==> config.mk <==
export PLATFORM = sky130hd
export DESIGN_NAME = ov7670_capture
export DESIGN_NICKNAME = d
export VERILOG_FILES = /design/src/img_pkg.sv /design/src/vga_pkg.sv /design/src/ov7670_capture.sv
export SDC_FILE = /design/constraint.sdc
export NUM_CORES = 1
export LEC_CHECK = 0
export ABC_CLOCK_PERIOD_IN_PS = 2400
export BUFFER_PORTS_ARGS = -buffer_cell sky130_fd_sc_hd__buf_2
export CAP_MARGIN = 20
export CORE_MARGIN = 5
export CORE_UTILIZATION = 54
export CTS_CLUSTER_SIZE = 40
export DETAILED_ROUTE_END_ITERATION = 10
export MAX_ROUTING_LAYER = met4
export PLACE_DENSITY = 0.77
export SYNTH_ARGS = -nofsm -noshare
export SYNTH_HDL_FRONTEND = slang
export SYNTH_SLANG_ARGS = --single-unit
==> constraint.sdc <==
create_clock -name clk -period 2.4 [get_ports clk]
set_input_delay 0.72 -clock clk [delete_from_list [all_inputs] [get_ports clk]]
set_output_delay 0.72 -clock clk [all_outputs]
set_load 0.02 [all_outputs]
==> src/img_pkg.sv <==
//********************
// stored image geometry and buffer word layouts
// one 12 bit word per pixel, read as rgb444 or as y plus chroma nibble
// the image is fixed at 80 x 60, the buffer address is 13 bits
//********************
`default_nettype none

package img_pkg;

  localparam int unsigned img_cols    = 80;
  localparam int unsigned img_rows    = 60;
  localparam int unsigned img_pxls    = img_cols * img_rows;  // 4800
  localparam int unsigned nb_img_pxls = 13;                   // 2^13 covers 4800
  localparam int unsigned nb_buf      = 12;                   // buffer word width

  typedef struct packed {
    logic [3:0] red;
    logic [3:0] green;
    logic [3:0] blue;
  } rgb444_t;

  typedef struct packed {
    logic [7:0] y;  // full luma byte
    logic [3:0] c;  // top nibble of the chroma byte
  } yc_t;

  // same stored word, decoded by display mode
  typedef union packed {
    rgb444_t rgb;
    yc_t     yc;
  } buf_pixel_t;

  typedef struct packed {
    logic                   we;
    logic [nb_img_pxls-1:0] addr;
    buf_pixel_t             data;
  } cap_wr_t;

endpackage

`default_nettype wire

==> src/vga_pkg.sv <==
//********************
// 640 x 480 @ 60 Hz timing, 25 MHz pixel rate from a 50 MHz clk
// both syncs are active low
//********************
`default_nettype none

package vga_pkg;

  localparam int unsigned h_visible = 640;
  localparam int unsigned h_front   = 16;
  localparam int unsigned h_sync    = 96;
  localparam int unsigned h_back    = 48;
  localparam int unsigned h_total   = h_visible + h_front + h_sync + h_back;  // 800

  localparam int unsigned v_visible = 480;
  localparam int unsigned v_front   = 10;
  localparam int unsigned v_sync    = 2;
  localparam int unsigned v_back    = 33;
  localparam int unsigned v_total   = v_visible + v_front + v_sync + v_back;  // 525

  typedef enum logic [1:0] {
    mode_rgb      = 2'd0,  // camera rgb565
    mode_yuv      = 2'd1,  // camera yuv, shown as gray
    mode_rgb_test = 2'd2,  // colour bars
    mode_yuv_test = 2'd3   // gray ramp
  } disp_mode_t;

  typedef struct packed {
    logic [9:0] col;
    logic [9:0] row;
    logic       visible;
    logic       new_pxl;  // pixel strobe, every second clk
    logic       hsync;    // raw level, active low
    logic       vsync;
  } scan_pos_t;

endpackage

`default_nettype wire

==> src/ov7670_capture.sv <==
//********************
// pclk, vsync, href and d are sampled in the clk domain through 2 flops
// pclk must stay below about clk / 4
// write comes 3 to 4 clk after the second pclk edge of a pair
// pixels past img_pxls in one frame are dropped
//********************
`default_nettype none

module ov7670_capture (
  input  logic                clk,
  input  logic                rst,
  input  logic                pclk,
  input  logic                vsync,
  input  logic                href,
  input  logic [7:0]          d,
  input  vga_pkg::disp_mode_t disp_mode,
  input  logic                capture_en,
  output img_pkg::cap_wr_t    cap_wr,
  output logic                frame_done
);
  import img_pkg::*;
  import vga_pkg::*;

  logic [2:0]             pclk_s;   // [2] is the previous synced value
  logic [2:0]             vsync_s;
  logic [1:0]             href_s;
  logic [7:0]             d_s1, d_s2;
  logic                   pclk_rise, vsync_fall;
  logic                   phase;    // 1 once the first byte is held
  logic [7:0]             b1;
  logic [nb_img_pxls-1:0] addr;
  logic                   wrote;    // a write happened this frame
  buf_pixel_t             pix_nxt;

  always_ff @(posedge clk) begin
    d_s1 <= d;  // data rides alongside pclk, no reset
    d_s2 <= d_s1;
  end

  always_ff @(posedge clk) begin
    if (rst) begin
      pclk_s  <= '0;
      vsync_s <= '0;
      href_s  <= '0;
    end else begin
      pclk_s  <= {pclk_s[1:0], pclk};
      vsync_s <= {vsync_s[1:0], vsync};
      href_s  <= {href_s[0], href};
    end
  end

  assign pclk_rise  = pclk_s[1] & ~pclk_s[2];
  assign vsync_fall = vsync_s[2] & ~vsync_s[1];

  // pack the byte pair
  always_comb begin
    if (disp_mode inside {mode_yuv, mode_yuv_test}) begin
      pix_nxt.yc.y = d_s2;       // chroma came first, Y second
      pix_nxt.yc.c = b1[7:4];
    end else begin
      pix_nxt.rgb.red   = b1[7:4];                // rgb565 top bits
      pix_nxt.rgb.green = {b1[2:0], d_s2[7]};
      pix_nxt.rgb.blue  = d_s2[4:1];
    end
  end

  always_ff @(posedge clk) begin
    if (rst) begin
      phase      <= 1'b0;
      addr       <= '0;
      wrote      <= 1'b0;
      frame_done <= 1'b0;
      cap_wr.we  <= 1'b0;
    end else begin
      cap_wr.we  <= 1'b0;
      frame_done <= 1'b0;
      if (vsync_s[1]) begin  // frame blanking restarts the image
        phase <= 1'b0;
        addr  <= '0;
      end else if (pclk_rise && href_s[1]) begin
        if (!phase) begin
          b1    <= d_s2;
          phase <= 1'b1;
        end else begin
          phase       <= 1'b0;
          cap_wr.addr <= addr;
          cap_wr.data <= pix_nxt;
          if (addr < img_pxls) begin
            addr      <= addr + 1'b1;
            cap_wr.we <= capture_en;  // frozen buffer in test modes
            wrote     <= wrote | capture_en;
          end
        end
      end
      if (vsync_fall && wrote) begin
        frame_done <= 1'b1;
        wrote      <= 1'b0;
      end
    end
  end

endmodule

`default_nettype wire

==> out/summary.txt <==
Top cell type by total area after synthesis = edfxtp_1
Post-CTS Hold Buffers = 0
Final GP Congestion = 0.7957
Initial antenna violation count = 0
Sequential area share after synthesis = 72.88%
CTS tree = done
Final Hold Viols = 0
Rows = 24
Net count reported at finish = 240
Clock latency on the worst-skew pair = 0.34 ns
Post-Route WL = 3779 µm
Critical Path AT = 1.97 ns
Num CTS Buffers = 9
Ant diodes = 0
Setup TNS = 0 ns
Initial drt markers = 67
R2R Path Start = addr[0]
Area growth syn-to-layout = 18.32%
Startpoint of the worst hold path = d_s1[4]
GRT Resource Usage Total = 14.66%
Status = completed
#FFs+latches synth = 73
VDD IR-drop max = 0.5732 mV
Cells after Synth = 176
Port-buffer cells = 41
CTS Buffer Depth = 2
Final ANT Viol Nets = 0
Pin count of the biggest net entering global routing = 16
Die height = 77.29 µm
Layout cells sized above 1 = 33.77%
Post-synth cell types = 36
Via density = 5.257
Fillcell total = 334
Synth Cell Area = 0.002445 mm²
Startpoint types = flop
Top post-synthesis cells by area = edfxtp_1, dfxtp_1, mux2_2
Crit. Startpoint = addr[0]
Post-Syn Nets = 193
Crit path kind = flop to flop
Ports = 43
FF+latch area = 0.001782 mm²
CTS resizes = 0
Period utilization = 71.26%
Post-route DRC = 0
First-pass GRT wire length = 6506 µm
Placed insts = 264
Grt total ovfl = 0
Area occupied by multi-input gates = 613.1 µm²
Leakage = 0.001102 µW
PwrDens = 774.5 mW/mm²
Relative slew slack = 69.69%
Number of global-route vias before repair = 1423
Area post-placement = 0.002703 mm²
Core ar. = 0.004384 mm²
Root buf cell = clkbuf_8
Slew at the pin closest to its max-slew limit = 0.4533 ns
Final Slew Violations = 0
Fmax = 584.7 MHz
Worst Skew = 0.008028 ns
H-Tree Level Count = 3
Hold WC Path Type = flop to flop
Via count = 1472
Die width = 77.29 µm
Avg Cell Area, Syn = 13.89 µm²
Post-Layout Inst Area = 0.002893 mm²
Critical Path Fanout Max = 7
Final setup viols = 0
R2R depth = 5
Wire per inst = 13.50 µm
CP required = 2.66 ns
Die area = 0.005973 mm²
Total of max-cap violations = 0
Clock Pin Slew Worst Setup and Hold Paths = 0.07 ns
Pre-antenna DRT Iters = 4
RSZ-0062 raised after global routing = false
Cell Count, Final, Fillers Out = 280
CTS sink cnt = 73
Crit path capture type = flop
Synth warnings = 0
Synth top area share = 39.30%
Postcts setup bufs = 0
Placed wire-length estimate = 2437 µm
Minimum clock period = 1.710 ns
Starting Density = 55.76%
Hold Crit Depth = 0
## sequential cells by signal, summed over array words and instances, names as in the netlist, 2 cells and up
signal and cells:
d_s1 8, cap_wr 26, addr 13, pclk_s 3, d_s2 8, vsync_s 3, b1 7, href_s 2
## critical path, cell delays in order (launching register included)
cell and delay, ns:
dfxtp_1 0.40, ha_1 0.23, nand2_1 0.06, or2_0 0.31, or4_1 0.50, a21oi_1 0.14
## Yosys cell counts
| cell type | number |
|---|---|
| dfxtp_1 | 41 |
| edfxtp_1 | 32 |
| mux2_2 | 12 |
| a21oi_1 | 10 |
| nand2_1 | 8 |
| nor2_1 | 8 |
| nor2b_1 | 8 |
| o21ai_0 | 7 |
| or3_1 | 5 |
| inv_1 | 4 |
| a31oi_1 | 3 |
| and3_1 | 3 |
| buf_2 | 3 |
| clkbuf_1 | 3 |
| nand3_1 | 3 |
| a41o_1 | 2 |
| nand4_1 | 2 |
| o31ai_1 | 2 |
| or2_2 | 2 |
| or4_1 | 2 |
| a311oi_1 | 1 |
| and2_1 | 1 |
| and4b_1 | 1 |
| buf_1 | 1 |
| clkbuf_2 | 1 |
| ha_1 | 1 |
| nand3_2 | 1 |
| nand3b_1 | 1 |
| nor3_1 | 1 |
| o211a_1 | 1 |
| o211ai_2 | 1 |
| o31a_2 | 1 |
| or2_0 | 1 |
| or3_2 | 1 |
| xnor2_1 | 1 |
| xor2_1 | 1 |
## worst paths after layout
path | endpoint | slack [ns]
setup / recovery | addr[8] | 0.69
hold / removal | d_s2[4] | 0.33
setup reg to reg | addr[8] | 0.69
hold reg to reg | d_s2[4] | 0.33
## final cells by class
cell class                      instances  share of cell area [%]
Sequential cell                        73                   61.59
Multi-Input combinational cell         91                   21.19
Timing Repair Buffer                   44                   7.872
Clock buffer                           12                   5.753
Tap cell                               52                   2.249
Clock inverter                          4                  0.8218
Inverter                                4                  0.5190
## kinds of logic (layout without fill, tap and decap cells)
logic type               count (synthesis)  after routing  synth area share (%)
flip-flops                              73             73                 72.88
XOR/XNOR                                 2              2                0.7166
buffers and inverters                   12             64                 2.046
adder cells (fa/ha/maj)                  1              1                0.5117
AO/OA/AOI/OAI                           28             28                 7.369
AND/OR/NAND/NOR                         48             48                 10.95
multiplexers                            12             12                 5.527
## layout by cell type, fill, tap and decap left out, drive strengths merged
cell and count:
nor2b 8, a21oi 10, o31a 1, inv 5
a311oi 1, xnor2 1, ha 1, nand3 4
nor3 1, clkbuf 12, nor2 8, clkinv 2
edfxtp 32, o21ai 7, and4b 1, a41o 2
nand2 8, xor2 1, a31oi 3, and2 1
buf 44, o211a 1, nand3b 1, o211ai 1
clkinvlp 1, nand4 2, o31ai 2, or2 3
dfxtp 41, and3 3, mux2 12, or4 2
or3 6
## metal layers
metal	part of all wire (%)	GRT usage, %
met1	44	17.61
met2	46	20.62
met3	7.9	6.792
met4	1.6	7.388
met5	0	-
## through the flow
stage               power [µW]  hold slack, ns  setup WS [ns]  util [%]
floorplan                 1373          0.3096         0.2464         -
finish                    2240          0.3281         0.6898     65.98
detailed placement        1390          0.3121         0.4082     61.64
global route              2343          0.3343         0.6234     65.98
CTS                       2270          0.3291         0.6885     65.98
global placement          1389          0.3109         0.4130     61.64
## power breakdown
part | switching, µW | total, µW | internal, µW | leakage [µW]
clock network | 415 | 878 | 463 | 0.0000978
logic | 19.9 | 43.5 | 23.6 | 0.000375
registers | 7.33 | 1320 | 1310 | 0.000629
No activity file was read; power rests on OpenSTA's default activity.
