==> src/img_pkg.sv <==
//********************
// stored image geometry and buffer word layouts
// one 12 bit word per pixel, read as rgb444 or as y plus chroma nibble
// the image is fixed at 80 x 60, the buffer address is 13 bits
//********************
`default_nettype none

package img_pkg;

  localparam int unsigned img_cols    = 80;
  localparam int unsigned img_rows    = 60;
  localparam int unsigned img_pxls    = img_cols * img_rows;  // 4800
  localparam int unsigned nb_img_pxls = 13;                   // 2^13 covers 4800
  localparam int unsigned nb_buf      = 12;                   // buffer word width

  typedef struct packed {
    logic [3:0] red;
    logic [3:0] green;
    logic [3:0] blue;
  } rgb444_t;

  typedef struct packed {
    logic [7:0] y;  // full luma byte
    logic [3:0] c;  // top nibble of the chroma byte
  } yc_t;

  // same stored word, decoded by display mode
  typedef union packed {
    rgb444_t rgb;
    yc_t     yc;
  } buf_pixel_t;

  typedef struct packed {
    logic                   we;
    logic [nb_img_pxls-1:0] addr;
    buf_pixel_t             data;
  } cap_wr_t;

endpackage

`default_nettype wire

==> src/vga_pkg.sv <==
//********************
// 640 x 480 @ 60 Hz timing, 25 MHz pixel rate from a 50 MHz clk
// both syncs are active low
//********************
`default_nettype none

package vga_pkg;

  localparam int unsigned h_visible = 640;
  localparam int unsigned h_front   = 16;
  localparam int unsigned h_sync    = 96;
  localparam int unsigned h_back    = 48;
  localparam int unsigned h_total   = h_visible + h_front + h_sync + h_back;  // 800

  localparam int unsigned v_visible = 480;
  localparam int unsigned v_front   = 10;
  localparam int unsigned v_sync    = 2;
  localparam int unsigned v_back    = 33;
  localparam int unsigned v_total   = v_visible + v_front + v_sync + v_back;  // 525

  typedef enum logic [1:0] {
    mode_rgb      = 2'd0,  // camera rgb565
    mode_yuv      = 2'd1,  // camera yuv, shown as gray
    mode_rgb_test = 2'd2,  // colour bars
    mode_yuv_test = 2'd3   // gray ramp
  } disp_mode_t;

  typedef struct packed {
    logic [9:0] col;
    logic [9:0] row;
    logic       visible;
    logic       new_pxl;  // pixel strobe, every second clk
    logic       hsync;    // raw level, active low
    logic       vsync;
  } scan_pos_t;

endpackage

`default_nettype wire

==> src/vga_display.sv <==
//********************
// 2 clk from scan to colours and syncs, both delayed alike
// the stored image shows in the top-left 80 x 60 corner
// test patterns fill the whole visible area
//********************
`default_nettype none

module vga_display (
  input  logic                            clk,
  input  logic                            rst,
  input  vga_pkg::scan_pos_t              scan,
  input  vga_pkg::disp_mode_t             disp_mode,
  input  img_pkg::buf_pixel_t             frame_pixel,
  output logic [img_pkg::nb_img_pxls-1:0] frame_addr,
  output logic [3:0]                      vga_red,
  output logic [3:0]                      vga_green,
  output logic [3:0]                      vga_blue,
  output logic                            vga_hsync,
  output logic                            vga_vsync
);
  import img_pkg::*;
  import vga_pkg::*;

  logic       in_win;
  logic       s1_visible, s1_in_win, s1_hsync, s1_vsync;
  logic [3:0] s1_col_hi;  // col[7:4]
  logic [3:0] s1_row_hi;  // row[5:2]
  logic [3:0] red_nxt, green_nxt, blue_nxt;

  assign in_win = (scan.col < img_cols) && (scan.row < img_rows);

  // stage 1 address, the RAM answers next clk
  always_comb begin
    if (in_win)
      frame_addr = nb_img_pxls'(scan.row) * nb_img_pxls'(img_cols) + nb_img_pxls'(scan.col);
    else
      frame_addr = '0;
  end

  always_ff @(posedge clk) begin
    if (rst) begin
      s1_visible <= 1'b0;
      s1_in_win  <= 1'b0;
      s1_hsync   <= 1'b1;
      s1_vsync   <= 1'b1;
    end else begin
      s1_visible <= scan.visible;
      s1_in_win  <= in_win;
      s1_hsync   <= scan.hsync;
      s1_vsync   <= scan.vsync;
    end
  end

  always_ff @(posedge clk) begin
    s1_col_hi <= scan.col[7:4];  // pattern bits only
    s1_row_hi <= scan.row[5:2];
  end

  // stage 2 decode of the buffer word
  always_comb begin
    red_nxt   = '0;
    green_nxt = '0;
    blue_nxt  = '0;
    if (s1_visible) begin
      unique case (disp_mode)
        mode_rgb: if (s1_in_win) begin
          red_nxt   = frame_pixel.rgb.red;
          green_nxt = frame_pixel.rgb.green;
          blue_nxt  = frame_pixel.rgb.blue;
        end
        mode_yuv: if (s1_in_win) begin
          red_nxt   = frame_pixel.yc.y[7:4];  // luma only, gray
          green_nxt = frame_pixel.yc.y[7:4];
          blue_nxt  = frame_pixel.yc.y[7:4];
        end
        mode_rgb_test: begin
          red_nxt   = {s1_col_hi[2:0], s1_col_hi[2]};  // col[6:4], msb repeated
          green_nxt = s1_row_hi;
        end
        mode_yuv_test: begin
          red_nxt   = s1_col_hi;  // gray ramp
          green_nxt = s1_col_hi;
          blue_nxt  = s1_col_hi;
        end
      endcase
    end
  end

  always_ff @(posedge clk) begin
    if (rst) begin
      vga_red   <= '0;
      vga_green <= '0;
      vga_blue  <= '0;
      vga_hsync <= 1'b1;
      vga_vsync <= 1'b1;
    end else begin
      vga_red   <= red_nxt;
      vga_green <= green_nxt;
      vga_blue  <= blue_nxt;
      vga_hsync <= s1_hsync;  // aligned with the colours
      vga_vsync <= s1_vsync;
    end
  end

endmodule

`default_nettype wire

==> config.mk <==
export PLATFORM = sky130hd
export DESIGN_NAME = vga_display
export DESIGN_NICKNAME = d
export VERILOG_FILES = /design/src/img_pkg.sv /design/src/vga_pkg.sv /design/src/vga_display.sv
export SDC_FILE = /design/constraint.sdc
export NUM_CORES = 1
export LEC_CHECK = 0
export BUFFER_PORTS_ARGS = -buffer_cell sky130_fd_sc_hd__buf_2
export CORE_ASPECT_RATIO = 1.2
export CORE_MARGIN = 2
export CORE_UTILIZATION = 40
export DETAILED_ROUTE_END_ITERATION = 6
export PLACE_DENSITY_LB_ADDON = 0.2
export SLEW_MARGIN = 20
export SYNTH_ARGS = -nofsm -noshare
export SYNTH_HDL_FRONTEND = slang
export SYNTH_SLANG_ARGS = --single-unit
==> constraint.sdc <==
create_clock -name clk -period 3.5 [get_ports clk]
set_clock_uncertainty 0.15 [all_clocks]
set_input_delay 0.175 -clock clk [delete_from_list [all_inputs] [get_ports clk]]
set_output_delay 0.175 -clock clk [all_outputs]
set_load 0.005 [all_outputs]
==> qor.csv <==
metric,value,unit
outcome,finished clean,
post-route ant nets,0,
fmax,0.298,GHz
synthesized cell area,1500,sq um
CP cell instances,"dlygate4sd3_1, buf_2, ha_1, ha_1, fa_1, ha_4, o21a_1, o31a_2, o21ai_2, a211oi_2, xnor2_1, nor2_1, buf_2",
Critical-path top delay cell,dlygate4sd3_1,
ys async rst share,0,
R2R Path Start,s1_in_win,
CTS buffer count,3,
DRT Wirelength,3.46,mm
layout cells sized above 1,0.331,
Antenna diodes,0,
row count,24,
Post-CTS Setup Repair Bufs,0,
Die Ht,71.2,microns
die width,60.0,microns
CTS H-tree lvls,1,
worst hold endpoint,vga_red[3],
PwrDens,365,nW/um^2
fin crit share,0.957,
Core ar.,3630,sq um
Synthesis Warnings,0,
Gate power share,0.285,
Tmin final,3.35,ns
"commonest non-fill, non-tap cell in the layout",buf_2,
FF-to-FF End,vga_green[3],
DRT Pass-1 Iters,4,
Initial Util,0.414,
Final Hold Viols,0,
Sw Pwr,0.203,mW
Crit Path Max Fanout,4,
hold path depth,3,
endpoints failing setup,0,
CP startpoint kind,primary input,
Max clock buf depth,2,
CTS tree,yes,
number of distinct library cells after synthesis,36,
top cell type by total area after synthesis,dfxtp_1,
CTS Sinks,26,
MaxCap Viol Count,0,
"Reg clk slew, reported paths",0.09,ns
gpl congestion,0.748,
ranking of synthesized cells by area,"dfxtp_1 35%, ha_1 14%, a21oi_1 6.0%",
Worst EP required,3.17,ns
Worst path max stage delay,0.54,ns
setup TNS,0,ns
final worst slack,0.150,ns
Worst-Skew Late Latency,0.27,ns
first-pass GRT wire length,5.93,mm
final routed wire length divided by cell count,11.4,microns
largest net degree at the start of global routing,18,
CTS root buffer,clkbuf_8,
CP endpoint kind,primary output,
sequential area share after synthesis,0.346,
DR vias,1428,
P_leak,1.02,nW
final max-slew violation count,0,
Peak VDD IR,0.165,mV
Final nets,311,
Worst Reg-to-Reg Cells,3,
"EDFF count, synth",0,
Reg2Reg Setup Slack,2.03,ns
total grt overflow,0,
Seq cells post-synth,26,
drt initial violations,58,
drt via density,4.71,
Area Growth Syn to Fin,41.1,%
top-area cell type share of the netlist area,0.346,
vias in the first global route,1408,
antenna violations before repair,0,
CP Class,in -> out,
RSZ-0062 raised after global routing,false,
Final HPWL DP,2.56,mm
Gate Count Post-Synth,171,
top_reg_cell synth,dfxtp_1,
actual slew at the worst max-slew pin,0.558,ns
Mapped Nets,230,
area of the die,4270,sq um
DRC viols,0,
Int Pwr,0.572,mW
CP arrival,3.03,ns
Syn Area/Cell,8.79,sq um
Total Routing Usage GR,0.178,
Switching Fraction,0.262,
hold path start,frame_pixel[11],
post-place setup slack,0.626,ns
most frequent cells in the layout,"65 x buf_2, 26 x dfxtp_1, 18 x a21oi_1",
Seq pwr share,0.398,
port bufs,65,
share of total power in the clock network,0.317,
Max-slew headroom,0.627,
Hold Crit Class,in -> reg,
# IOs,67,
how the worst max path moves through the flow:
stage / start / slack, ns / depth (start not counted) / end
2_1_floorplan: scan[5] / 1.00 / 10 / frame_addr[12]
3_3_place_gp: scan[5] / 0.63 / 12 / frame_addr[12]
3_5_place_dp: scan[5] / 0.63 / 12 / frame_addr[12]
4_1_cts: scan[7] / 0.06 / 13 / frame_addr[12]
5_1_grt: scan[7] / 0.03 / 13 / frame_addr[12]
6_report: scan[7] / 0.15 / 13 / frame_addr[12]
stage by stage:
step	hold slack, ns	power, mW	cells	area, sq um	utilization
after floorplan	0.0527	0.461	171	1500	-
after global placement	0.166	0.514	282	1870	0.514
after detailed placement	0.166	0.514	282	1870	0.514
after CTS	0.0375	0.775	303	2110	0.581
after global routing	0.0675	0.818	303	2120	0.584
final	0.0503	0.775	303	2120	0.584
sequential cells by signal, summed over array words and instances, names as in the netlist:
signal / count
vga_hsync: 1
s1_visible: 1
s1_hsync: 1
vga_blue: 4
s1_col_hi: 4
s1_row_hi: 4
s1_in_win: 1
vga_vsync: 1
vga_green: 4
vga_red: 4
s1_vsync: 1
layer usage:
metal / GRT usage / share of wire / wire length [microns] / vias up
li1: - / - / - / 745
met1: 0.214 / 0.43 / 1470 / 635
met2: 0.306 / 0.51 / 1750 / 39
met3: 0.0165 / 0.037 / 128 / 9
met4: 0.0889 / 0.031 / 109 / 0
met5: 0 / 0 / 0 / -
cell families (layout without fill, tap and decap cells):
family                     after synthesis  count (layout)  synth area share
and+or+nand+nor                         54              54             0.183
AOI/OAI and AO/OA                       44              44             0.184
adders and majority gates               19              19             0.168
buffers and inverters                   16              96            0.0424
xor gates and xnor gates                10              10            0.0632
DFF                                     26              26             0.346
muxes                                    2               2            0.0133
worst max-delay path: cells and delay by family:
family                     cells  cell delay [ns]
AOI/OAI and AO/OA              4             0.53
xor gates and xnor gates       1             0.14
adders and majority gates      4             1.30
buffers and inverters          3             0.83
and+or+nand+nor                1             0.05
timing repair:
| action | in CTS | in global routing |
|---|---|---|
| hold buffers | 17 | 0 |
| hold endpoints to repair | 16 | 0 |
| resized for setup | 0 | 1 |
| endpoints found under the setup margin | 0 | 1 |
power by group through the flow:
stage                     sequential, mW  combinational, mW  clock [mW]
after floorplan                    0.316              0.145           0
after global placement             0.315              0.199           0
after detailed placement           0.316              0.198           0
after CTS                          0.309              0.215       0.251
after global routing               0.310              0.248       0.260
final                              0.309              0.221       0.246
cells in the mapped netlist, types with 3 or more instances:
cell type / number
a211oi_1: 4
a21oi_1: 18
a22oi_1: 4
clkbuf_1: 3
dfxtp_1: 26
ha_1: 17
inv_1: 10
nand2_1: 17
nor2_1: 13
nor2b_1: 4
nor3_1: 3
o21ai_0: 9
or2_2: 5
xnor2_1: 6
xor2_1: 3
final cells by class:
class                   count  area, sq um
flip-flops and latches     26          520
well taps                  52         65.1
multi-input cells         129          932
clock buffers               3         41.3
fillers                   352         1510
clock inverters             1         30.0
repair buffers             82          495
inverters                  10         37.5
Power figures use the tool's default switching activity.
