## src/vga_pkg.sv

```systemverilog
//********************
// 640 x 480 @ 60 Hz timing, 25 MHz pixel rate from a 50 MHz clk
// both syncs are active low
//********************
`default_nettype none

package vga_pkg;

  localparam int unsigned h_visible = 640;
  localparam int unsigned h_front   = 16;
  localparam int unsigned h_sync    = 96;
  localparam int unsigned h_back    = 48;
  localparam int unsigned h_total   = h_visible + h_front + h_sync + h_back;  // 800

  localparam int unsigned v_visible = 480;
  localparam int unsigned v_front   = 10;
  localparam int unsigned v_sync    = 2;
  localparam int unsigned v_back    = 33;
  localparam int unsigned v_total   = v_visible + v_front + v_sync + v_back;  // 525

  typedef enum logic [1:0] {
    mode_rgb      = 2'd0,  // camera rgb565
    mode_yuv      = 2'd1,  // camera yuv, shown as gray
    mode_rgb_test = 2'd2,  // colour bars
    mode_yuv_test = 2'd3   // gray ramp
  } disp_mode_t;

  typedef struct packed {
    logic [9:0] col;
    logic [9:0] row;
    logic       visible;
    logic       new_pxl;  // pixel strobe, every second clk
    logic       hsync;    // raw level, active low
    logic       vsync;
  } scan_pos_t;

endpackage

`default_nettype wire

```

## src/video_ctrl.sv

```systemverilog
//********************
// sw2 must be a clean level, no debounce here
// camera reset is held low 64 clk after rst, xclk is clk / 2
// capture is frozen in both test modes
//********************
`default_nettype none

module video_ctrl (
  input  logic                clk,
  input  logic                rst,
  input  logic                sw2,
  input  logic                frame_done,
  output vga_pkg::disp_mode_t disp_mode,
  output logic                capture_en,
  output logic                ov7670_rst_n,
  output logic                ov7670_xclk,
  output logic [7:0]          led
);
  import vga_pkg::*;

  logic [2:0] sw2_s;       // 2 sync flops plus previous value
  logic       sw2_rise;
  logic [5:0] cnt_rst;     // camera reset hold
  logic       frame_seen;
  logic [3:0] cnt_frm;

  assign sw2_rise = sw2_s[1] & ~sw2_s[2];

  always_ff @(posedge clk) begin
    if (rst) begin
      sw2_s        <= '0;
      disp_mode    <= mode_rgb;
      cnt_rst      <= '0;
      ov7670_rst_n <= 1'b0;
      ov7670_xclk  <= 1'b0;
      frame_seen   <= 1'b0;
      cnt_frm      <= '0;
    end else begin
      sw2_s       <= {sw2_s[1:0], sw2};
      ov7670_xclk <= ~ov7670_xclk;  // 25 MHz to the camera
      if (sw2_rise)
        disp_mode <= disp_mode_t'(disp_mode + 2'd1);  // wraps 3 -> 0
      // release the camera after 64 clk
      if (!ov7670_rst_n) begin
        cnt_rst <= cnt_rst + 6'd1;
        if (cnt_rst == 6'd63)
          ov7670_rst_n <= 1'b1;
      end
      if (frame_done) begin
        frame_seen <= 1'b1;
        cnt_frm    <= cnt_frm + 4'd1;  // wraps
      end
    end
  end

  assign capture_en = (disp_mode == mode_rgb) || (disp_mode == mode_yuv);

  assign led = {frame_seen, 1'b0, disp_mode, cnt_frm};

  // mode steps only after sw2 rose at the pin, 3 flops back
  a_mode_step : assert property (@(posedge clk) disable iff (rst)
    !$stable(disp_mode) |-> $past(sw2, 3) && (!$past(sw2, 4) || $past(rst, 4)));

endmodule

`default_nettype wire

```

## config.mk

```make
export PLATFORM = sky130hd
export DESIGN_NAME = video_ctrl
export DESIGN_NICKNAME = d
export VERILOG_FILES = /design/src/vga_pkg.sv /design/src/video_ctrl.sv
export SDC_FILE = /design/constraint.sdc
export NUM_CORES = 1
export LEC_CHECK = 0
export BUFFER_PORTS_ARGS = -buffer_cell sky130_fd_sc_hd__buf_2
export CAP_MARGIN = 5
export CORE_MARGIN = 2
export CORE_UTILIZATION = 25
export DETAILED_ROUTE_END_ITERATION = 8
export GPL_ROUTABILITY_DRIVEN = 0
export GPL_TIMING_DRIVEN = 0
export HOLD_SLACK_MARGIN = 0.12
export PLACE_DENSITY = 0.54
export SLEW_MARGIN = 25
export SYNTH_ARGS = -nofsm -noshare
export SYNTH_HDL_FRONTEND = slang
export SYNTH_SLANG_ARGS = --single-unit
```

## constraint.sdc

```tcl
create_clock -name clk -period 1.51 [get_ports clk]
set_input_delay 0.0755 -clock clk [delete_from_list [all_inputs] [get_ports clk]]
set_output_delay 0.0755 -clock clk [all_outputs]
set_load 0.1 [all_outputs]
```

==> metrics, run 1 <==
synth unique cells=22; die extent in x=a little under 60 um; Buf/Inv on CP=2; reg2reg setup slack=390 ps; Initial Utilization=between 20% and 30%; internal power=between 0.6 and 0.7 mW; H-tree Lvls=1; number of global-route vias before repair=approximately 490; Clk pwr share=28.3%; Mapped Cells=73; deepest clock path buffer count=2; initial antenna violation count=0; Root Driver=clkbuf_4; EDFF count, synth=0; worst reg2reg endpoint=ov7670_rst_n; Compound-Gate Fraction of Synth Area=approximately 2.2%; DR pass1 iterations=3; crit-path max FO=5; routed wire length=1110 um; layout cells sized above 1=32.6%; RSZ-0062 raised after global routing=no; count leader, synth=dfxtp_1; Worst VDD drop=461 uV; I/O Pins=17; post-place instance area=850 um2; fin. max-slew vios=0; switching share of total power=31.6%; Worst Hold Depth=1; Combinational Power Share=21.0%; Post-synth top cells=dfxtp_1, nor2_1, buf_4, xor2_1; proportion of synthesized area in mux cells=4.09%; outcome=finished clean; n_diodes=0; Die ar.=3390 um2; final period utilization=95.9%; pin count of the biggest net entering global routing=11; Tmin final=1450 ps; Seq/Total Area, Yosys=49.1%; Synth area leader=dfxtp_1; WL per Instance=between 8 and 9 um; total nets after synthesis=81; HP Start=ov7670_xclk; TritonCTS buffer count=3; Top delay family on crit path=flip-flops; FFs w/ async S/R, synth=0%; min-delay worst type=reg -> reg; CTS tree=built; first-pass GRT wire length=1980 um; row cnt=19; Slowest-stage cell, CP=dfxtp_4; worst r2r src=cnt_rst[0]; Synth top area share=about half; Seq cells post-synth=18; static leakage=0.439 nW; Final Setup Violations=0; worst path cell trace=inv_1 -> ha_1 -> or2_2 -> buf_6; Avg Cell Area, Syn=between 10 and 15 um2; Clock transition at path regs=100 ps; kind of critical path=reg -> out; hpwl dp=827 um; Ys Warns=0; most area-consuming cells after synthesis=dfxtp_1, nor2_1, ha_1; Final Hold Fails=0; grt total ovfl=0; Area Overhead vs Synth=27.3%; Synth Area in XOR/XNOR=9.54%; startpoint types=flop; Psw=approximately 0.32 mW; count of nets after finishing=about 100; 1st-iter DRT viols=5; largest family of logic cells by synthesized area=simple AND/OR/NAND/NOR gates; CP Capture Type=output port; fmax=0.691 GHz; Hold Path Sink=ov7670_xclk; Total GRT Usage=8.01%; R2R depth=4; simple-gate share of the synthesized area=around a fifth; die height=58.2 um; DR DRC count=0; Vias=527; clk sink count=18; core area=2780 um2; MaxCap Viol Count=0; post-CTS setup buffer count=0; Req. time, crit path=1430 ps; Design Area, Final=~930 um2; sequential share of power=50.7%; ys flop type=dfxtp_1; crit-path max cell delay=380 ps; Syn Std Cell Area=734 um2; Power Density=1090 nW/um2; Post-Synth Adder-Cell Area=6.81%; PnR Total Power=1.02 mW; worst clock skew=about 8.0 ps; WP data arrival=1370 ps; vias per inst=4.18; Final ANT Viol Nets=0; Port Buffers=14; Clk Latency, worst-skew pair=290 ps
cells in the final DEF, fill, tap and decap left out, types with 2 or more instances in the layout:
cell type      instances
nor2b_1                4
xor2_1                 5
nor2_1                15
dfxtp_2                4
dfxtp_1               13
ha_1                   4
xnor2_1                3
buf_2                 13
clkbuf_4               3
nand2_1                2
buf_4                  5
dlygate4sd3_1          4
mux2i_1                3
inv_1                  2
power by group through the flow:
stage               clock, mW  sequential, mW  combinational, mW
floorplan                   0           0.598              0.108
global placement            0           0.530              0.203
detailed placement          0           0.530              0.206
CTS                     0.309           0.519              0.217
global route            0.331           0.522              0.228
finish                  0.290           0.518              0.215
registers in the layout, indices dropped and copies added, names as in the netlist:
signal,cells
cnt_rst,6
cnt_frm,4
disp_mode,2
ov7670_rst_n,1
sw2_s,3
ov7670_xclk,1
frame_seen,1
final cells by class:
type	count	area (um2)
Multi-Input combinational cell	47	325
Tap cell	31	38.8
Timing Repair Buffer	18	116
Inverter	2	7.51
Buffer	6	41.3
Clock buffer	4	36.3
Sequential cell	18	369
Fill cell	277	1850
worst max-delay path by stage:
stage / start / end / slack, ps / cells after the start
floorplan: disp_mode[1] / capture_en / -50 / 3
global placement: disp_mode[0] / capture_en / 300 / 4
detailed placement: disp_mode[0] / capture_en / 290 / 4
CTS: disp_mode[0] / capture_en / 30 / 4
global route: disp_mode[1] / capture_en / 6 / 4
finish: disp_mode[0] / capture_en / 60 / 4
metal layers:
layer,track usage (%),part of all wire (%)
met1,8.47,49
met2,13.1,42
met3,4.69,6.6
met4,2.99,1.7
met5,0,0
what timing repair did:
action / in CTS / in global routing
setup endpoints to repair: 1 / 1
hold buffers: 4 / 0
gates resized for setup: 2 / 1
endpoints found under the hold margin: 10 / 0
per-stage QoR:
step	hold WS (ps)	instances	utilization, %	TNS, ps	worst slack (ps)
floorplan	196	73	-	-46.6	-46.6
global placement	285	118	30.5	0	299
detailed placement	299	118	30.5	0	287
CTS	418	126	33.5	0	30.0
global route	442	126	33.6	0	5.77
finish	426	126	33.6	0	61.8
kinds of logic after synthesis:
logic type	after synthesis
adder cells (fa/ha/maj)	4
multiplexers	3
XOR/XNOR	8
flip-flops	18
other	1
AND/OR/NAND/NOR	28
AO/OA/AOI/OAI	3
buffers and inverters	8
Power figures use the tool's default switching activity.
==> run 2, diff against run 1 <==
--- a/constraint.sdc
+++ b/constraint.sdc
@@ -3,2 +3,2 @@
 set_output_delay 0.0755 -clock clk [all_outputs]
-set_load 0.1 [all_outputs]
+set_load 0.05 [all_outputs]
==> metrics, run 2 (synthesized netlist as in run 1, its figures left out) <==
R2R depth=3; HP Start=ov7670_xclk; Worst VDD drop=about 480 uV; layout cells sized above 1=between 20% and 30%; Clock transition at path regs=about 90 ps; vias per inst=between 4 and 5; Tmin final=roughly 1400 ps; fmax=0.696 GHz; max FFs per register=6; worst r2r src=ov7670_rst_n; Psw=approximately 0.25 mW; kind of critical path=reg -> out; WL per Instance=9.21 um; CTS tree=built; CP Capture Type=output port; Power Density=between 900 and 1000 nW/um2; count of nets after finishing=between 100 and 150; worst reg2reg endpoint=cnt_rst[5]; hpwl dp=829 um; Combinational Power Share=16.6%; most frequent cells in the layout=dfxtp_1, nor2_1, buf_2; fin. max-slew vios=0; post-CTS setup buffer count=0; RSZ-0062 raised after global routing=no; internal power=0.642 mW; min-delay worst type=reg -> reg; Port Buffers=14; H-tree Lvls=1; Final Hold Fails=0; Final ANT Viol Nets=0; TritonCTS buffer count=3; Vias=527; row cnt=19; switching share of total power=28.2%; Final Setup Violations=0; Total GRT Usage=8.14%; dpl cells=roughly 120; fillers=293; n_diodes=0; Non-Filler Instances=125; Setup Total Neg Slack=0 ps; final period utilization=a little over nine tenths; Req. time, crit path=about 1400 ps; Clk Latency, worst-skew pair=290 ps; core area=2780 um2; routed wire length=1150 um; largest register by flop count=cnt_rst; DR pass1 iterations=2; I/O Pins=17; Root Driver=clkbuf_4; number of global-route vias before repair=497; WP data arrival=1360 ps; Area Overhead vs Synth=24.4%; Initial Utilization=26.4%; Worst Hold Depth=1; deepest clock path buffer count=2; Hold Path Sink=ov7670_xclk; MaxCap Viol Count=0; die height=58.2 um; startpoint types=flop; reg2reg setup slack=approximately 360 ps; Largest regs=cnt_rst: 6 flops, cnt_frm: 4 flops, sw2_s: 3 flops; static leakage=0.428 nW; sequential share of power=57.8%; pin count of the biggest net entering global routing=11; die extent in x=58.2 um; DR DRC count=0; clk sink count=18; crit-path max FO=5; grt total ovfl=0; first-pass GRT wire length=between 2000 and 2500 um; outcome=finished clean; worst clock skew=2.17 ps; most common cell after layout, fill and taps aside=dfxtp_1; initial antenna violation count=0; Sequential Area=365 um2; area of the multi-input gates=325 um2; Die ar.=3390 um2; Clk pwr share=25.6%; 1st-iter DRT viols=4
## run 2: cell count changes in the layout (fill, tap and decap cells not counted), sizes merged
cell,before,now
clkbuf,5,4
## run 2: cell type report
type | instances | area share, %
inverters | 2 | 0.822
multi-input cells | 47 | 35.6
flip-flops and latches | 18 | 40.0
repair buffers | 18 | 12.3
clock buffers | 3 | 2.47
well taps | 31 | 4.25
plain buffers | 6 | 4.52
## run 2: worst max-delay path, cell delays in order, from the launching register on
cell and delay [ps]:
dfxtp_4 380, inv_1 40, ha_1 180, or2_2 280
buf_4 190
## run 2: through the flow
step           instance area [um2]  utilization (%)  hold WS (ps)  worst slack (ps)  power, mW
2_1_floorplan                  734                -           196              54.2      0.640
3_3_place_gp                   843             30.3           294               336      0.666
3_5_place_dp                   843             30.3           297               297      0.670
4_1_cts                        907             32.6           424              4.15      0.920
5_1_grt                        913             32.8           445              7.81      0.952
6_report                       913             32.8           421              73.0      0.895
## run 2: how the worst max path moves through the flow
| stage | depth (start not counted) | start | end |
|---|---|---|---|
| 2_1_floorplan | 3 | disp_mode[0] | capture_en |
| 3_3_place_gp | 4 | disp_mode[0] | capture_en |
| 5_1_grt | 4 | disp_mode[0] | capture_en |
| 3_5_place_dp | 4 | disp_mode[0] | capture_en |
| 4_1_cts | 4 | disp_mode[1] | capture_en |
| 6_report | 4 | disp_mode[0] | capture_en |
## run 2: power groups by stage
| stage | clock (mW) | sequential, mW | combinational, mW |
|---|---|---|---|
| after floorplan | 0 | 0.560 | 0.0796 |
| after global placement | 0 | 0.528 | 0.138 |
| after detailed placement | 0 | 0.529 | 0.141 |
| after CTS | 0.251 | 0.519 | 0.150 |
| after global routing | 0.267 | 0.522 | 0.163 |
| final | 0.229 | 0.517 | 0.149 |
## run 2: layer usage
metal / vias up / global-route usage, % / wire length, um
li1: 273 / - / -
met1: 238 / 9.82 / 537
met2: 16 / 12.5 / 517
met3: 0 / 4.02 / 96
met4: 0 / 2.99 / 0
met5: - / 0 / 0
## run 2: what timing repair did
action,in CTS,in global routing
hold buffers,4,0
endpoints found under the setup margin,1,1
resized for setup,1,4
gates cloned,0,0
endpoints found under the hold margin,10,0
