File: config.mk
export PLATFORM = sky130hd
export DESIGN_NAME = vga_sync
export DESIGN_NICKNAME = d
export VERILOG_FILES = /design/src/vga_pkg.sv /design/src/vga_sync.sv
export SDC_FILE = /design/constraint.sdc
export NUM_CORES = 1
export LEC_CHECK = 0
export BUFFER_PORTS_ARGS = -buffer_cell sky130_fd_sc_hd__buf_2
export CAP_MARGIN = 40
export CORE_MARGIN = 1
export CORE_UTILIZATION = 40
export DETAILED_ROUTE_END_ITERATION = 10
export HOLD_SLACK_MARGIN = 0.05
export SLEW_MARGIN = 20
export SYNTH_ARGS = -nofsm -noshare
export SYNTH_HDL_FRONTEND = slang
export SYNTH_SLANG_ARGS = --single-unit
File: constraint.sdc
create_clock -name clk -period 2.9 [get_ports clk]
set_input_delay 0.145 -clock clk [delete_from_list [all_inputs] [get_ports clk]]
set_output_delay 0.145 -clock clk [all_outputs]
set_load 0.01 [all_outputs]
File: src/vga_pkg.sv
//********************
// 640 x 480 @ 60 Hz timing, 25 MHz pixel rate from a 50 MHz clk
// both syncs are active low
//********************
`default_nettype none

package vga_pkg;

  localparam int unsigned h_visible = 640;
  localparam int unsigned h_front   = 16;
  localparam int unsigned h_sync    = 96;
  localparam int unsigned h_back    = 48;
  localparam int unsigned h_total   = h_visible + h_front + h_sync + h_back;  // 800

  localparam int unsigned v_visible = 480;
  localparam int unsigned v_front   = 10;
  localparam int unsigned v_sync    = 2;
  localparam int unsigned v_back    = 33;
  localparam int unsigned v_total   = v_visible + v_front + v_sync + v_back;  // 525

  typedef enum logic [1:0] {
    mode_rgb      = 2'd0,  // camera rgb565
    mode_yuv      = 2'd1,  // camera yuv, shown as gray
    mode_rgb_test = 2'd2,  // colour bars
    mode_yuv_test = 2'd3   // gray ramp
  } disp_mode_t;

  typedef struct packed {
    logic [9:0] col;
    logic [9:0] row;
    logic       visible;
    logic       new_pxl;  // pixel strobe, every second clk
    logic       hsync;    // raw level, active low
    logic       vsync;
  } scan_pos_t;

endpackage

`default_nettype wire

File: src/vga_sync.sv
//********************
// 640 x 480 scan counters, one pixel every second clk
// sync levels are raw and combinational, vga_display registers them
//********************
`default_nettype none

module vga_sync (
  input  logic               clk,
  input  logic               rst,
  output vga_pkg::scan_pos_t scan
);
  import vga_pkg::*;

  localparam int unsigned hs_start = h_visible + h_front;  // 656
  localparam int unsigned hs_end   = hs_start + h_sync;    // 752, exclusive
  localparam int unsigned vs_start = v_visible + v_front;  // 490
  localparam int unsigned vs_end   = vs_start + v_sync;    // 492, exclusive

  logic       pxl_tgl;
  logic [9:0] col;
  logic [9:0] row;

  always_ff @(posedge clk) begin
    if (rst) begin
      pxl_tgl <= 1'b0;
      col     <= '0;
      row     <= '0;
    end else begin
      pxl_tgl <= ~pxl_tgl;
      if (pxl_tgl) begin  // advance on the pixel strobe
        if (col == 10'(h_total - 1)) begin
          col <= '0;
          if (row == 10'(v_total - 1))
            row <= '0;
          else
            row <= row + 10'd1;
        end else begin
          col <= col + 10'd1;
        end
      end
    end
  end

  always_comb begin
    scan.col     = col;
    scan.row     = row;
    scan.new_pxl = pxl_tgl;
    scan.visible = (col < h_visible) && (row < v_visible);
    scan.hsync   = !((col >= hs_start) && (col < hs_end));  // active low
    scan.vsync   = !((row >= vs_start) && (row < vs_end));
  end

  a_col_range : assert property (@(posedge clk) disable iff (rst) col < h_total);
  a_row_range : assert property (@(posedge clk) disable iff (rst) row < v_total);

endmodule

`default_nettype wire

==> results.sh, run 1 <==
export IMPL_finalHoldViolCount=0
export IMPL_clock_path_buffers=2
export IMPL_yosysWarnings=0
export IMPL_path_depth=4
export IMPL_drc=0
export IMPL_slew_headroom_pct=65.0
export IMPL_p_per_area_nw_per_um2=376
export IMPL_multi_input_area_um2=608
export IMPL_slowest_delay_ps=690
export IMPL_crit_start="col[5]$_SDFFE_PP0P_"
export IMPL_drt_antenna_violating_nets=0
export IMPL_die_h_um=54.0
export IMPL_vias=1016
export IMPL_cts_max_level=1
export IMPL_finalSetupTns_ps=0
export IMPL_grt_pass1_vias=883
export IMPL_numCtsBuffers=3
export IMPL_synth_cell_types=33
export IMPL_ys_ff_latch=21
export IMPL_setup_viol=0
export IMPL_final_cell_area_um2=1250
export IMPL_ir_worst_vdd_mv=0.211
export IMPL_layout_nets=164
export IMPL_cts_hold_buf=0
export IMPL_core_region_area_um2=2520
export IMPL_crit_path_max_fanout=8
export IMPL_initialDrtViolationCount=21
export IMPL_crit_family="simple AND/OR/NAND/NOR gates"
export IMPL_clockRootBuffer="clkbuf_4"
export IMPL_slew_violations=0
export IMPL_start_util_pct=42.9
export IMPL_dieArea_um2=2920
export IMPL_nFillCells=270
export IMPL_postCtsSetupRepairBufs=0
export IMPL_period_share_pct=80.4
export IMPL_portBuffers=25
export IMPL_placed_area_um2=1230
export IMPL_status="completed"
export IMPL_cts_tree="yes"
export IMPL_cap_violations=0
export IMPL_track_usage_pct=18.8
export IMPL_ios=26
export IMPL_yosysSeqAreaShare_pct=38.8
export IMPL_routed_wl_um=2390
export IMPL_worst_slack_ps=569
export IMPL_final_setup_skew_ps=2.65
export IMPL_critical_path_buf_inv_count=0
export IMPL_cp_endpoint="row[8]$_SDFFE_PP0P_"
export IMPL_netlist_instances=132
export IMPL_crit_path_start_kind="flip-flop"
export IMPL_grt_overflow_total=0
export IMPL_drive_gt1_share_pct=20.4
export IMPL_synth_area_um2=1080
export IMPL_seq_area_um2=420
export IMPL_crit_chain="or4b_1 > or4_4 > or4_1 > a21oi_1"
export IMPL_place_ws_ps=594
export IMPL_hold_class="in2reg"
export IMPL_r2r_setup_slack_ps=570
export IMPL_grt_max_degree=12
export IMPL_cp_required_ps=3140
export IMPL_drtPass1Iterations=4
export IMPL_min_period_ps=2330
export IMPL_wl_per_cell_um=12.8
export IMPL_rsz0062_at_grt="false"
export IMPL_hpwl_um=1800
export IMPL_end_kind="flip-flop"
export IMPL_grt_pass1_wl_um=3950
export IMPL_leakage_nw=0.478
export IMPL_die_w_um=54.0
export IMPL_antenna_cells=0
export IMPL_ctsResizeCount=0
export IMPL_cp_slowest_cell="or4b_1"
export IMPL_reg2regPathDepth=4
export IMPL_syn_avg_cell_area_um2=8.20
export IMPL_reg2reg_from="col[5]$_SDFFE_PP0P_"
export IMPL_gp_congestion=0.772
export IMPL_cts_sinks=21
export IMPL_clk_pin_slew_ps=120
export IMPL_critPathKind="reg2reg"
export IMPL_antenna_found_initial=0
export IMPL_fmax_mhz=429
export IMPL_synth_fp_nets=138
export IMPL_vias_per_cell=5.43
export IMPL_r2r_end="row[8]$_SDFFE_PP0P_"
export IMPL_tightestPinTransition_ps=521
export IMPL_placementRows=18
export IMPL_syn_to_final_growth_pct=16.0
export IMPL_insertion_delay_ps=300
export IMPL_crit_arrival_ps=2570
[sequential cells by signal, summed over array words and instances (netlist names)]
register	count
pxl_tgl	1
row	10
col	10
[cells by family (layout without fill, tap and decap cells)]
logic type      count (synthesis)  count (layout)  share of synthesized area [%]
compound gates                 10              10                           6.24
mux                             2               2                           1.97
fa+ha+maj                       4               4                           4.62
simple gates                   69              69                           32.8
flops                          21              21                           38.8
xor+xnor                       13              13                           10.5
buf+inv                        13              38                           4.97
[report_power, final]
group	internal [mW]	switching, mW
Sequential	0.293	0.00611
Combinational	0.0112	0.0166
Clock	0.0536	0.0908
[routing by layer]
metal  part of all wire [%]  GRT usage (%)  vias to the layer above  wire length, um
li1                       -              -                      511                -
met4                   0.63           6.41                        0               15
met3                    3.0           2.54                        2               71
met1                     50           26.1                      484             1200
met2                     46           29.6                       19             1100
met5                      0              0                        -                0
[layout make-up]
cell class              count  area share (%)
multi-input cells          98            48.5
well taps                  30            2.99
repair buffers             26            10.6
inverters                   8            2.39
clock buffers               4            2.09
flip-flops and latches     21            33.5
[cell usage in the layout, fill, tap and decap left out, drive strengths merged, types with 2 or more instances in the layout]
cell type,count
xor2,3
nand3,9
inv,8
or3,2
nand2,9
nor3,8
nand4,6
nor2,21
xnor2,10
a21oi,3
dfxtp,21
or4,2
ha,4
nor4,5
buf,26
and3,3
clkbuf,4
[synth_stat cells]
cell	number	area (um2)
a21oi_1	3	15.0
dfxtp_1	21	420
or4b_1	1	10.0
buf_4	1	7.51
nor2_1	21	78.8
ha_1	4	50.1
clkbuf_1	3	11.3
o221ai_1	1	8.76
inv_1	8	30.0
nor4_1	4	25.0
nor4_2	1	12.5
a31oi_1	1	6.26
o311ai_0	1	8.76
nand4_1	6	37.5
or4_4	1	11.3
xnor2_1	10	87.6
buf_2	1	5.00
o21a_1	1	7.51
a22o_1	1	8.76
and3_1	3	18.8
o31ai_1	1	7.51
or3_1	2	12.5
nor2b_1	1	6.26
nor3_1	8	40.0
mux2i_1	1	10.0
nand3_1	9	45.0
xor2_1	3	26.3
o21ai_1	1	5.00
nand2b_1	1	6.26
or4_1	1	7.51
nor4bb_1	1	10.0
mux2_2	1	11.3
nand2_1	9	33.8
[metrics by stage]
stage	instances	hold WS [ps]	power [mW]	utilization, %
2_1_floorplan	132	413	0.324	-
3_3_place_gp	183	437	0.334	48.7
3_5_place_dp	183	444	0.334	48.7
4_1_cts	187	121	0.481	49.8
5_1_grt	187	133	0.494	49.8
6_report	187	116	0.471	49.8
[worst min-delay path by stage]
stage / startpoint / end / slack, ps / cells after the start
detailed placement: rst / pxl_tgl$_SDFF_PP0_ / 440 / 2
global placement: rst / pxl_tgl$_SDFF_PP0_ / 440 / 2
global route: rst / col[1]$_SDFFE_PP0P_ / 130 / 2
CTS: rst / pxl_tgl$_SDFF_PP0_ / 120 / 2
finish: rst / pxl_tgl$_SDFF_PP0_ / 120 / 2
floorplan: rst / pxl_tgl$_SDFF_PP0_ / 410 / 2
Power figures use the tool's default switching activity.
==> run 2: changes to the inputs <==
- clock period: 2.9 -> 2.1 ns (I/O delays scaled with it)
==> results.sh, run 2 (synthesis gave the netlist of run 1 again) <==
export IMPL_crit_path_max_fanout=4
export IMPL_dieArea_um2=2920
export IMPL_stdcell_count=197
export IMPL_die_w_um=54.0
export IMPL_nFillCells=267
export IMPL_clk_pin_slew_ps=110
export IMPL_insertion_delay_ps=300
export IMPL_cts_hold_buf=0
export IMPL_hold_class="in2reg"
export IMPL_drive_gt1_share_pct=27.5
export IMPL_drc=0
export IMPL_crit_path_start_kind="flip-flop"
export IMPL_largestRegisters="col: 10 flops, row: 10 flops, pxl_tgl: 1 flops"
export IMPL_ir_worst_vdd_mv=0.311
export IMPL_grt_pass1_vias=872
export IMPL_clockRootBuffer="clkbuf_4"
export IMPL_track_usage_pct=20.3
export IMPL_cts_max_level=1
export IMPL_routed_wl_um=2570
export IMPL_finalSetupTns_ps=0
export IMPL_grt_pass1_wl_um=4080
export IMPL_antenna_found_initial=0
export IMPL_critical_path_buf_inv_count=0
export IMPL_period_share_pct=96.0
export IMPL_numCtsBuffers=3
export IMPL_slew_headroom_pct=75.9
export IMPL_clock_path_buffers=2
export IMPL_cts_sinks=21
export IMPL_grt_max_degree=12
export IMPL_vias_per_cell=5.31
export IMPL_initialDrtViolationCount=15
export IMPL_tightestPinTransition_ps=359
export IMPL_drt_antenna_violating_nets=0
export IMPL_cp_slowest_cell="or4b_4"
export IMPL_start_util_pct=42.9
export IMPL_grt_overflow_total=0
export IMPL_crit_chain="or4b_4 > or4_4 > or4_1 > a21oi_1"
export IMPL_rsz0062_at_grt="false"
export IMPL_worst_slack_ps=84.6
export IMPL_cap_violations=0
export IMPL_layout_commonest_cell="buf_2"
export IMPL_ios=26
export IMPL_dp_cells=193
export IMPL_antenna_cells=0
export IMPL_min_period_ps=2020
export IMPL_finalHoldViolCount=0
export IMPL_syn_to_final_growth_pct=23.8
export IMPL_gp_congestion=0.781
export IMPL_drtPass1Iterations=4
export IMPL_p_per_area_nw_per_um2=484
export IMPL_wl_per_cell_um=13.0
export IMPL_crit_family="simple AND/OR/NAND/NOR gates"
export IMPL_die_h_um=54.0
export IMPL_multi_input_area_um2=612
export IMPL_final_setup_skew_ps=1.78
export IMPL_seq_area_um2=427
export IMPL_critPathKind="reg2reg"
export IMPL_crit_arrival_ps=2260
export IMPL_cts_tree="yes"
export IMPL_place_ws_ps=61.7
export IMPL_vias=1046
export IMPL_leakage_nw=0.534
export IMPL_status="completed"
export IMPL_slowest_delay_ps=550
export IMPL_setup_viol=0
export IMPL_hpwl_um=2000
export IMPL_portBuffers=25
export IMPL_slew_violations=0
export IMPL_layout_nets=174
export IMPL_cp_required_ps=2350
export IMPL_postCtsSetupRepairBufs=0
export IMPL_core_region_area_um2=2520
export IMPL_layout_common_cells="buf_2 (25), nor2_1 (21), dfxtp_1 (18), buf_4 (11), xnor2_1 (10)"
export IMPL_end_kind="flip-flop"
export IMPL_fmax_mhz=496
export IMPL_power_total_uw=649
export IMPL_placementRows=18
run 2: worst reg2reg max path, delay by kind of cell, from the launching register on:
| family | cells | cell delay (ps) |
|---|---|---|
| AOI/OAI and AO/OA | 1 | 130 |
| DFF | 1 | 360 |
| and+or+nand+nor | 3 | 1470 |
run 2: path summary, 6_finish.rpt:
kind	slack, ps	depth (start not counted)	to	start
setup / recovery	80	4	row[8]$_SDFFE_PP0P_	col[6]$_SDFFE_PP0P_
hold / removal	70	2	pxl_tgl$_SDFF_PP0_	rst
setup reg to reg	80	4	row[8]$_SDFFE_PP0P_	col[6]$_SDFFE_PP0P_
hold reg to reg	540	2	col[1]$_SDFFE_PP0P_	col[1]$_SDFFE_PP0P_
run 2: cell type report:
class                   instances  area share [%]
clock buffers                   4            1.96
inverters                       8            2.24
multi-input cells              98            45.7
flip-flops and latches         21            31.8
well taps                      30            2.80
repair buffers                 36            15.5
run 2: per-stage QoR:
step / instance area [um2] / hold slack [ps] / utilization, %
finish: 1340 / 67.5 / 53.1
global route: 1340 / 77.2 / 53.1
CTS: 1340 / 54.9 / 53.0
detailed placement: 1310 / 394 / 51.9
global placement: 1310 / 397 / 51.9
floorplan: 1090 / 373 / -
run 2: timing repair:
action                                  4_1_cts  5_1_grt
endpoints found under the hold margin         0        0
gates resized for setup                       0        1
endpoints found under the setup margin        0        1
run 2: routing by layer:
metal	track usage [%]	vias up	share of wire (%)
met2	31.3	19	45
met3	4.24	4	3.3
met4	7.69	0	1.1
met1	27.6	494	50
li1	-	529	-
met5	0	-	0
run 2: power breakdown:
part	leakage [nW]	total, mW	switching [mW]	internal [mW]
combinational	0.348	0.0397	0.0234	0.0163
sequential	0.172	0.413	0.00911	0.404
clock	0.0150	0.197	0.122	0.0742
total	0.534	0.649	0.155	0.494
==> run 3: changes to the inputs <==
- REMOVE_ABC_BUFFERS: not set -> 1
==> results.sh, run 3 (synthesis gave the netlist of run 1 again) <==
export IMPL_status="completed"
export IMPL_initialDrtViolationCount=21
export IMPL_crit_path_max_fanout=7
export IMPL_leakage_nw=0.564
export IMPL_r2r_setup_slack_ps=80
export IMPL_layout_nets=179
export IMPL_place_ws_ps=20.6
export IMPL_tightestPinTransition_ps=361
export IMPL_slew_violations=0
export IMPL_crit_path_start_kind="flip-flop"
export IMPL_ir_worst_vdd_mv=0.366
export IMPL_gp_congestion=0.784
export IMPL_final_cell_area_um2=1390
export IMPL_drt_antenna_violating_nets=0
export IMPL_clk_pin_slew_ps=120
export IMPL_core_region_area_um2=2520
export IMPL_drc=0
export IMPL_r2r_end="row[3]$_SDFFE_PP0P_"
export IMPL_reg2regPathDepth=5
export IMPL_setup_viol=0
export IMPL_slew_headroom_pct=75.7
export IMPL_placementRows=18
export IMPL_worst_slack_ps=78.4
export IMPL_drtPass1Iterations=4
export IMPL_holdCritStartpoint="rst"
export IMPL_p_per_area_nw_per_um2=472
export IMPL_grt_pass1_vias=851
export IMPL_cap_violations=0
export IMPL_reg2reg_from="col[5]$_SDFFE_PP0P_"
export IMPL_hold_class="in2reg"
export IMPL_grt_pass1_wl_um=3910
export IMPL_die_w_um=54.0
export IMPL_cp_slowest_cell="or4b_4"
export IMPL_critPathKind="reg2reg"
export IMPL_grt_max_degree=13
export IMPL_cts_sinks=21
export IMPL_insertion_delay_ps=300
export IMPL_wl_per_cell_um=12.6
export IMPL_portBuffers=25
export IMPL_worst_hold_slack_ps=69.8
export IMPL_syn_to_final_growth_pct=28.1
export IMPL_clockRootBuffer="clkbuf_4"
export IMPL_min_period_ps=2020
export IMPL_finalHoldViolCount=0
export IMPL_hpwl_um=1930
export IMPL_period_share_pct=96.3
export IMPL_hold_path_endpoint="pxl_tgl$_SDFF_PP0_"
export IMPL_track_usage_pct=18.8
export IMPL_clock_path_buffers=2
export IMPL_fmax_mhz=495
export IMPL_cts_hold_buf=0
export IMPL_crit_arrival_ps=2260
export IMPL_vias_per_cell=5.23
export IMPL_antenna_cells=0
export IMPL_cts_max_level=1
export IMPL_dieArea_um2=2920
export IMPL_postCtsSetupRepairBufs=0
export IMPL_slowest_delay_ps=540
export IMPL_cts_tree="yes"
export IMPL_antenna_found_initial=0
export IMPL_ios=26
export IMPL_die_h_um=54.0
export IMPL_largestRegisters="col: 10 flops, row: 10 flops, pxl_tgl: 1 flops"
export IMPL_placed_area_um2=1340
export IMPL_seq_area_um2=422
export IMPL_multi_input_area_um2=624
export IMPL_start_util_pct=42.9
export IMPL_crit_chain="or4b_4 > buf_4 > or3_4 > or3_1 > a31oi_1"
export IMPL_cp_required_ps=2340
export IMPL_routed_wl_um=2540
export IMPL_vias=1056
export IMPL_drive_gt1_share_pct=30.8
export IMPL_nFillCells=257
export IMPL_whs_path_depth=2
export IMPL_numCtsBuffers=3
export IMPL_layout_common_cells="buf_2 (25), nor2_1 (21), dfxtp_1 (20), buf_4 (16), xnor2_1 (10)"
export IMPL_final_setup_skew_ps=2.97
export IMPL_layout_commonest_cell="buf_2"
export IMPL_rsz0062_at_grt="false"
export IMPL_end_kind="flip-flop"
export IMPL_grt_overflow_total=0
==> run 3: critical path, delay by kind of cell (launching register included) <==
kind	cells	cell delay (ps)
and+or+nand+nor	3	1280
DFF	1	340
buffers and inverters	1	180
AOI/OAI and AO/OA	1	160
==> run 3: what timing repair did <==
action                     4_1_cts  5_1_grt
setup endpoints to repair        1        2
gates resized for setup          1        4
pin swaps                        0        2
==> run 3: layout make-up <==
cell class / instances / area share, %
clock inverters: 1 / 0.361
clock buffers: 3 / 1.62
well taps: 30 / 2.71
multi-input cells: 98 / 45.0
repair buffers: 41 / 17.7
inverters: 8 / 2.17
flip-flops and latches: 21 / 30.4
==> run 3: stage by stage <==
step / cells / util, % / total power [mW] / TNS (ps)
after floorplan: 127 / - / 0.444 / -127
after global routing: 202 / 55.0 / 0.686 / 0
after global placement: 198 / 53.2 / 0.465 / 0
final: 202 / 55.0 / 0.654 / 0
after CTS: 202 / 54.4 / 0.659 / 0
after detailed placement: 198 / 53.2 / 0.465 / 0
==> run 3: how the worst max path moves through the flow <==
stage,from,endpoint,cells past startpoint
6_report,col[5]$_SDFFE_PP0P_,row[3]$_SDFFE_PP0P_,5
4_1_cts,col[5]$_SDFFE_PP0P_,row[8]$_SDFFE_PP0P_,4
2_1_floorplan,col[5]$_SDFFE_PP0P_,row[8]$_SDFFE_PP0P_,4
5_1_grt,col[5]$_SDFFE_PP0P_,row[3]$_SDFFE_PP0P_,5
3_5_place_dp,col[5]$_SDFFE_PP0P_,row[8]$_SDFFE_PP0P_,4
3_3_place_gp,col[5]$_SDFFE_PP0P_,row[8]$_SDFFE_PP0P_,4
==> run 3: metal layers <==
metal	part of all wire, %	track usage, %	vias up	wire length, um
met5	0	0	-	0
met4	0.43	3.85	0	11
met3	5.1	4.24	2	129
met2	44	29.0	27	1120
met1	50	26.5	488	1270
li1	-	-	539	-
==> run 3: power breakdown <==
part | leakage (nW) | total, mW | switching, mW | internal (mW)
clock | 0.0177 | 0.197 | 0.126 | 0.0711
combinational | 0.376 | 0.0438 | 0.0252 | 0.0186
sequential | 0.170 | 0.413 | 0.00783 | 0.405
